**src/source/tlb_config.svh**
```systemverilog
`ifndef TLB_CONFIG_SVH
`define TLB_CONFIG_SVH

// Number of entries in the shared array.
`define TLB_NUM 16

// Width of an entry index.
`define TLB_IDX_W 4

// Virtual page pair number, VA bits 31 to 13.
`define TLB_VPPN_W 19

// Physical page frame number.
`define TLB_PPN_W 20

// Page-size codes as held in the entry.
`define TLB_PS_4K 12
`define TLB_PS_4M 21

`endif
```
**src/source/tlb_pkg.sv**
```systemverilog
`include "tlb_config.svh"

package tlb_pkg;

    typedef logic [31:0]              vaddr_t;
    typedef logic [31:0]              paddr_t;
    typedef logic [9:0]               asid_t;
    typedef logic [`TLB_VPPN_W-1:0]   vppn_t;
    typedef logic [`TLB_PPN_W-1:0]    ppn_t;
    typedef logic [2:0]               seg_t;   // Top three VA bits.
    typedef logic [`TLB_IDX_W-1:0]    tlb_idx_t;

    // Translation half of an entry.
    typedef struct packed {
        logic       v;
        logic       d;
        logic [1:0] mat;
        logic [1:0] plv;
        ppn_t       ppn;
    } tlb_half_t;

    typedef struct packed {
        logic       e;
        asid_t      asid;
        logic       g;
        logic [5:0] ps;
        vppn_t      vppn;
        tlb_half_t  even;
        tlb_half_t  odd;
    } tlb_entry_t;

    typedef struct packed {
        logic   valid;
        vaddr_t va;
    } tlb_req_t;

    // Between match and translate stages.
    typedef struct packed {
        logic      valid;
        vaddr_t    va;
        logic      hit;
        logic      is_4m;
        tlb_half_t half;
    } tlb_match_t;

    typedef struct packed {
        logic       valid;
        paddr_t     pa;
        logic       refill;
        logic       invalid;
        logic [1:0] mat;
        logic [1:0] plv;
        logic       d;
    } tlb_result_t;

endpackage

```
**src/source/tlb.sv**
```systemverilog
`include "tlb_config.svh"

module tlb
    import tlb_pkg::*;
(
    input  logic        clk,
    input  logic        rstn,
    input  asid_t       csr_asid,
    input  logic        pg,
    input  seg_t        dmw0_vseg,
    input  seg_t        dmw0_pseg,
    input  seg_t        dmw1_vseg,
    input  seg_t        dmw1_pseg,
    input  logic        tlb_we,
    input  tlb_idx_t    tlb_windex,
    input  tlb_entry_t  tlb_wentry,
    input  tlb_req_t    fetch_req,
    input  tlb_req_t    data_req,
    output tlb_result_t fetch_res,
    output tlb_result_t data_res
);

    tlb_entry_t entries [`TLB_NUM];    // Shared by both ports.
    tlb_match_t fetch_match;
    tlb_match_t data_match;

    tlb_entry_array i_entry_array (
        .clk     (clk),
        .rstn    (rstn),
        .we      (tlb_we),
        .windex  (tlb_windex),
        .wentry  (tlb_wentry),
        .entries (entries)
    );

    tlb_match_stage i_match_fetch (
        .clk     (clk),
        .rstn    (rstn),
        .entries (entries),
        .asid    (csr_asid),
        .req     (fetch_req),
        .match   (fetch_match)
    );

    tlb_match_stage i_match_data (
        .clk     (clk),
        .rstn    (rstn),
        .entries (entries),
        .asid    (csr_asid),
        .req     (data_req),
        .match   (data_match)
    );

    tlb_translate_stage i_xlat_fetch (
        .clk       (clk),
        .rstn      (rstn),
        .pg        (pg),
        .dmw0_vseg (dmw0_vseg),
        .dmw0_pseg (dmw0_pseg),
        .dmw1_vseg (dmw1_vseg),
        .dmw1_pseg (dmw1_pseg),
        .match     (fetch_match),
        .res       (fetch_res)
    );

    tlb_translate_stage i_xlat_data (
        .clk       (clk),
        .rstn      (rstn),
        .pg        (pg),
        .dmw0_vseg (dmw0_vseg),
        .dmw0_pseg (dmw0_pseg),
        .dmw1_vseg (dmw1_vseg),
        .dmw1_pseg (dmw1_pseg),
        .match     (data_match),
        .res       (data_res)
    );

endmodule

```
**src/source/tlb_translate_stage.sv**
```systemverilog
`include "tlb_config.svh"

module tlb_translate_stage
    import tlb_pkg::*;
(
    input  logic        clk,
    input  logic        rstn,
    input  logic        pg,
    input  seg_t        dmw0_vseg,
    input  seg_t        dmw0_pseg,
    input  seg_t        dmw1_vseg,
    input  seg_t        dmw1_pseg,
    input  tlb_match_t  match,
    output tlb_result_t res
);

    seg_t        va_seg;
    ppn_t        ppn;
    tlb_result_t nxt;

    assign va_seg = match.va[31:29];
    assign ppn    = match.half.ppn;

    always_comb begin
        nxt       = '0;
        nxt.valid = 1'b1;
        nxt.d     = 1'b1;               // Direct mappings are writable.
        if (!pg) begin
            nxt.pa = match.va;          // Direct address mode.
        end else if (va_seg == dmw0_vseg) begin
            nxt.pa = {dmw0_pseg, match.va[28:0]};
        end else if (va_seg == dmw1_vseg) begin
            nxt.pa = {dmw1_pseg, match.va[28:0]};
        end else begin
            // Page mapped through the entry half.
            if (match.is_4m) begin
                nxt.pa = {ppn[`TLB_PPN_W-1:9], match.va[20:0]};
            end else begin
                nxt.pa = {ppn, match.va[11:0]};
            end
            nxt.refill  = !match.hit;
            nxt.invalid = match.hit && !match.half.v;
            nxt.mat     = match.half.mat;
            nxt.plv     = match.half.plv;
            nxt.d       = match.half.d;
        end
    end

    // Idle cycles leave every field at zero.
    always_ff @(posedge clk or negedge rstn) begin
        if (!rstn) begin
            res <= '0;
        end else if (match.valid) begin
            res <= nxt;
        end else begin
            res <= '0;
        end
    end

endmodule

```
**src/source/tlb_match_stage.sv**
```systemverilog
`include "tlb_config.svh"

module tlb_match_stage
    import tlb_pkg::*;
(
    input  logic       clk,
    input  logic       rstn,
    input  tlb_entry_t entries [`TLB_NUM],
    input  asid_t      asid,
    input  tlb_req_t   req,
    output tlb_match_t match
);

    logic [`TLB_NUM-1:0] hit_vec;
    logic [`TLB_NUM-1:0] odd_vec;   // Per entry, VA picks the odd half.
    logic [`TLB_NUM-1:0] big_vec;   // Per entry, 4M page.
    tlb_half_t           half_sel;
    logic                hit_4m;

    for (genvar i = 0; i < `TLB_NUM; i++) begin : g_cmp
        logic is_4k;
        logic asid_ok;
        logic vppn_ok;

        assign is_4k   = (entries[i].ps == 6'(`TLB_PS_4K));
        assign asid_ok = entries[i].g || (entries[i].asid == asid);

        // A 4M entry ignores the low VPPN bits.
        assign vppn_ok = is_4k ?
            (entries[i].vppn == req.va[31:13]) :
            (entries[i].vppn[`TLB_VPPN_W-1:9] == req.va[31:22]);

        assign hit_vec[i] = entries[i].e && asid_ok && vppn_ok;
        assign odd_vec[i] = is_4k ? req.va[12] : req.va[21];
        assign big_vec[i] = !is_4k;
    end

    // AND-OR mux, relies on at most one hit.
    always_comb begin
        half_sel = '0;
        hit_4m   = 1'b0;
        for (int i = 0; i < `TLB_NUM; i++) begin
            if (hit_vec[i]) begin
                half_sel |= odd_vec[i] ? entries[i].odd : entries[i].even;
                hit_4m   |= big_vec[i];
            end
        end
    end

    always_ff @(posedge clk or negedge rstn) begin
        if (!rstn) begin
            match <= '0;
        end else begin
            match.valid <= req.valid;
            match.va    <= req.va;
            match.hit   <= |hit_vec;
            match.is_4m <= hit_4m;
            match.half  <= half_sel;    // Zero on a miss.
        end
    end

    // Duplicate entries must never be written for one ASID.
    a_hit_onehot: assert property (
        @(posedge clk) disable iff (!rstn)
        req.valid |-> $onehot0(hit_vec)
    );

endmodule

```
**src/source/tlb_entry_array.sv**
```systemverilog
`include "tlb_config.svh"

module tlb_entry_array
    import tlb_pkg::*;
(
    input  logic       clk,
    input  logic       rstn,
    input  logic       we,
    input  tlb_idx_t   windex,
    input  tlb_entry_t wentry,
    output tlb_entry_t entries [`TLB_NUM]
);

    // One-hot write select, one bit per entry.
    logic [`TLB_NUM-1:0] wsel;

    always_comb begin
        wsel = '0;
        if (we) begin
            for (int i = 0; i < `TLB_NUM; i++) begin
                if (windex == tlb_idx_t'(i)) begin
                    wsel[i] = 1'b1;
                end
            end
        end
    end

    // Each entry is its own register with a private enable.
    // All entries are read in parallel by both ports.
    for (genvar i = 0; i < `TLB_NUM; i++) begin : g_entry
        always_ff @(posedge clk or negedge rstn) begin
            if (!rstn) begin
                entries[i] <= '0;           // Disabled after reset.
            end else if (wsel[i]) begin
                entries[i] <= wentry;
            end
        end
    end

    // The match logic knows only the two page sizes.
    a_wentry_ps: assert property (
        @(posedge clk) disable iff (!rstn)
        we && wentry.e |->
            ((wentry.ps == 6'(`TLB_PS_4K)) || (wentry.ps == 6'(`TLB_PS_4M)))
    );

endmodule

```
**config.mk**
```make
export PLATFORM = sky130hd
export DESIGN_NAME = tlb
export DESIGN_NICKNAME = d
export VERILOG_FILES = /design/src/source/tlb_pkg.sv /design/src/source/tlb.sv /design/src/source/tlb_translate_stage.sv /design/src/source/tlb_match_stage.sv /design/src/source/tlb_entry_array.sv
export VERILOG_INCLUDE_DIRS = /design/src /design/src/source
export SDC_FILE = /design/constraint.sdc
export NUM_CORES = 2
export LEC_CHECK = 0
export ABC_CLOCK_PERIOD_IN_PS = 3400
export BUFFER_PORTS_ARGS = -buffer_cell sky130_fd_sc_hd__buf_2
export CELL_PAD_IN_SITES_DETAIL_PLACEMENT = 0
export CELL_PAD_IN_SITES_GLOBAL_PLACEMENT = 1
export CORE_ASPECT_RATIO = 0.7
export CORE_MARGIN = 2
export CORE_UTILIZATION = 50
export CTS_BUF_LIST = sky130_fd_sc_hd__clkbuf_2 sky130_fd_sc_hd__clkbuf_4 sky130_fd_sc_hd__clkbuf_8
export CTS_CLUSTER_DIAMETER = 40
export DETAILED_ROUTE_END_ITERATION = 16
export PLACE_DENSITY_LB_ADDON = 0.1
export SLEW_MARGIN = 20
export SYNTH_ARGS = -nofsm -noshare
export SYNTH_HDL_FRONTEND = slang
export SYNTH_HIERARCHICAL = 1
export SYNTH_SLANG_ARGS = --single-unit
export TNS_END_PERCENT = 50
```
**constraint.sdc**
```tcl
create_clock -name clk -period 3.4 [get_ports clk]
set_input_delay 0.68 -clock clk [delete_from_list [all_inputs] [get_ports clk]]
set_output_delay 0.68 -clock clk [all_outputs]
set_load 0.1 [all_outputs]
```
==> flow_summary.json <==
{
  "status": "finished clean",
  "clkLatencyLatePin_ns": 1.06,
  "finalWorstSetupSlack_ns": 0.009548,
  "cp.arrival_ns": 4.31,
  "synth_seq_area_share": 0.4726,
  "cts-buffers-inserted": 291,
  "pwr-share-seq": 0.445,
  "grt_pass1_wl_um": 494500,
  "htree_levels": 5,
  "crit_buf_inv": 4,
  "numClockSinks": 1626,
  "p_int_uw": 41600,
  "synth.cell_area_mm2": 0.08611,
  "tightest_slew_ns": 1.144,
  "crit_type": "reg -> reg",
  "grt_max_degree": 94,
  "start_util": 0.5031,
  "via_per_inst": 6.459,
  "synth_ff_type": "dfrtp_1",
  "cp_cell_sequence": "nor4bb_1, buf_4, nand2_1, a41oi_1, buf_4, or4_2, buf_12, buf_12, a2bb2oi_1, o221ai_1, or4_1",
  "fin_crit_ns": 3.390,
  "die_y_um": 351.2,
  "drc_errors": 0,
  "nets": 7908,
  "grt_overflow": 0,
  "slew_headroom": 0.2376,
  "crit_path_end": "i_match_data/match[23]",
  "clk_pin_slew_ns": 0.06,
  "coreArea_mm2": 0.1711,
  "r2r-end": "i_match_data/match[23]",
  "worstRegToRegCells": 11,
  "final.setup_skew_ns": 0.07588,
  "end_kind": "register",
  "reg2reg_slack_ns": 0.01,
  "grt_pass1_vias": 64850,
  "hold_viol": 0,
  "vias": 65840,
  "wirelength_um": 352600,
  "peakVddDrop_mv": 0.4053,
  "drtIter0Drc": 7903,
  "port_buffers": 264,
  "path_max_fanout": 20,
  "grtUsageTotal": 0.3965,
  "fin_util": 0.5994,
  "critPathMaxStageDelay_ns": 0.51,
  "cts_root_buf": "clkbuf_8",
  "power_density_mw_per_mm2": 594.4,
  "p_sw_uw": 19380,
  "cts_buffer_depth": 4,
  "fmax_mhz": 294.9,
  "fillerInstances": 13960,
  "antenna_left": 0,
  "cp_top_family": "simple AND/OR/NAND/NOR gates",
  "rows": 127,
  "async_flop_share": 1.000,
  "syn_area_per_cell_um2": 12.49,
  "cap_violations": 0,
  "rsz0062_at_grt": "no",
  "p_sw_frac": 0.3178,
  "die_w_um": 500,
  "final_common_cell": "dfrtp_1",
  "cp-startpoint": "i_entry_array/entries[1051]",
  "pwr-share-comb": 0.235,
  "slew_violations": 0,
  "synth_edf_count": 0,
  "finalSetupViolCount": 0,
  "die_area_mm2": 0.1756,
  "cts_tree": "yes",
  "worst-path-stages": 11,
  "cp_data_required_time_ns": 4.32,
  "dp_hpwl_um": 247600,
  "pin_count": 265,
  "ys_warn_count": 6,
  "preCtsSetupSlack_ns": -0.4957,
  "finalCritPeriodShare": 0.9972,
  "drive_gt1_frac": 0.3929,
  "reg2reg_from": "i_entry_array/entries[1051]",
  "wl_per_cell_um": 34.59,
  "gp_congestion": 0.9714,
  "synth_seq_cells": 1626,
  "syn_to_final_growth_pct": 19.14,
  "layout_common_cells": "1,624 x dfrtp_1, 1,496 x mux2_2, 734 x mux2i_1, 543 x buf_4, 474 x xnor2_1",
  "hold_class": "in -> reg",
  "crit_slowest_cell": "or4_1",
  "drt-pass1-iter-count": 7,
  "syn_inst": 6893,
  "synthesis.nets": 7078,
  "synth.distinct_cells": 68,
  "grt_antenna_before_repair": 36,
  "leakage_uw": 0.04559,
  "crit_path_start_kind": "register",
  "clock_power_share": 0.320
}
worst min-delay path by stage:
stage                                 from                       to  slack, ns  cells past startpoint
floorplan           i_match_data/match[60]      i_xlat_data/res[39]       0.35                      0
detailed placement  i_match_data/match[39]      i_xlat_data/res[18]       0.44                      1
global placement    i_match_data/match[34]      i_xlat_data/res[13]       0.44                      1
finish                        dmw0_pseg[1]      i_xlat_data/res[37]       0.05                      3
CTS                          fetch_req[16]  i_match_fetch/match[44]      0.009                      2
global route                 fetch_req[16]  i_match_fetch/match[44]      0.005                      2
worst reg2reg max path: stages, from the launching register on:
cell and delay (ns):
dfrtp_1 0.39, nor4bb_1 0.29, buf_4 0.17, nand2_1 0.25, a41oi_1 0.41, buf_4 0.24
or4_2 0.23, buf_12 0.26, buf_12 0.17, a2bb2oi_1 0.23, o221ai_1 0.17, or4_1 0.51
sequential cells by signal, summed over array words and instances (netlist names):
name / flops
i_xlat_data/res: 40
i_match_data/match: 61
i_entry_array/entries: 1424
i_xlat_fetch/res: 40
i_match_fetch/match: 61
cell families (layout without fill, tap and decap cells):
kind of cell | Yosys count | count (layout) | synth area share
AO/OA/AOI/OAI | 588 | 588 | 0.05051
XOR/XNOR | 940 | 940 | 0.09561
buffers and inverters | 539 | 1562 | 0.03508
flip-flops | 1626 | 1626 | 0.4726
multiplexers | 2278 | 2278 | 0.2877
other | 0 | 20 | 0
AND/OR/NAND/NOR | 922 | 922 | 0.05856
through the flow:
step	hold WS [ns]	TNS, ns	instance area [um^2]	instances	total power, uW
CTS	0.009498	0	102400	10170	60840
floorplan	0.3519	0	86110	6893	35930
detailed placement	0.4407	-18.79	95970	9634	41310
global placement	0.4364	-18.64	95960	9633	40860
global route	0.004530	0	102600	10190	63530
finish	0.04985	0	102600	10190	60980
metal layers:
metal / vias to the layer above / track usage / wire [um]
li1: 26880 / - / -
met1: 34120 / 0.5724 / 152400
met2: 3967 / 0.5414 / 140400
met3: 857 / 0.1480 / 46020
met4: 20 / 0.1354 / 13500
met5: - / 0.004875 / 253
timing repair:
action                     4_1_cts  5_1_grt
setup endpoints to repair        3        8
hold buffers                    49        0
pin swaps                        0        0
gates resized for setup          1        4
setup buffers                    0        4
hold endpoints to repair        89        0
synth_stat cells, drive strengths merged (94+ instances only):
cell    count  area [um^2]
xnor2     474         4151
o22ai     258         1627
nor2      206        788.3
nor4      122        763.2
buf       352         2316
xor2      466         4081
nand2      94        352.8
nand3     115        575.6
nand4     172         1076
mux2i     752         7587
clkbuf    181        681.9
dfrtp    1626        40690
mux2     1526        17180
cell type report:
type / instances / area [um^2] / share of cell area
multi-input combinational: 4728 / 42850 / 0.4177
clock inverter: 49 / 509.2 / 0.004964
clock buffer: 437 / 5464 / 0.05326
tap: 2257 / 2824 / 0.02753
antenna: 20 / 50.05 / 0.0004879
timing repair buffer: 1070 / 10170 / 0.09917
sequential: 1626 / 40690 / 0.3966
inverter: 6 / 22.52 / 0.0002195
power groups by stage:
| stage | combinational, uW | sequential (uW) | clock (uW) |
|---|---|---|---|
| final | 14400 | 27100 | 19500 |
| after global placement | 13700 | 27100 | 0 |
| after detailed placement | 14000 | 27300 | 0 |
| after global routing | 15200 | 27700 | 20600 |
| after CTS | 14100 | 27000 | 19700 |
| after floorplan | 9290 | 26600 | 0 |
(Power assumes the default switching activity.)
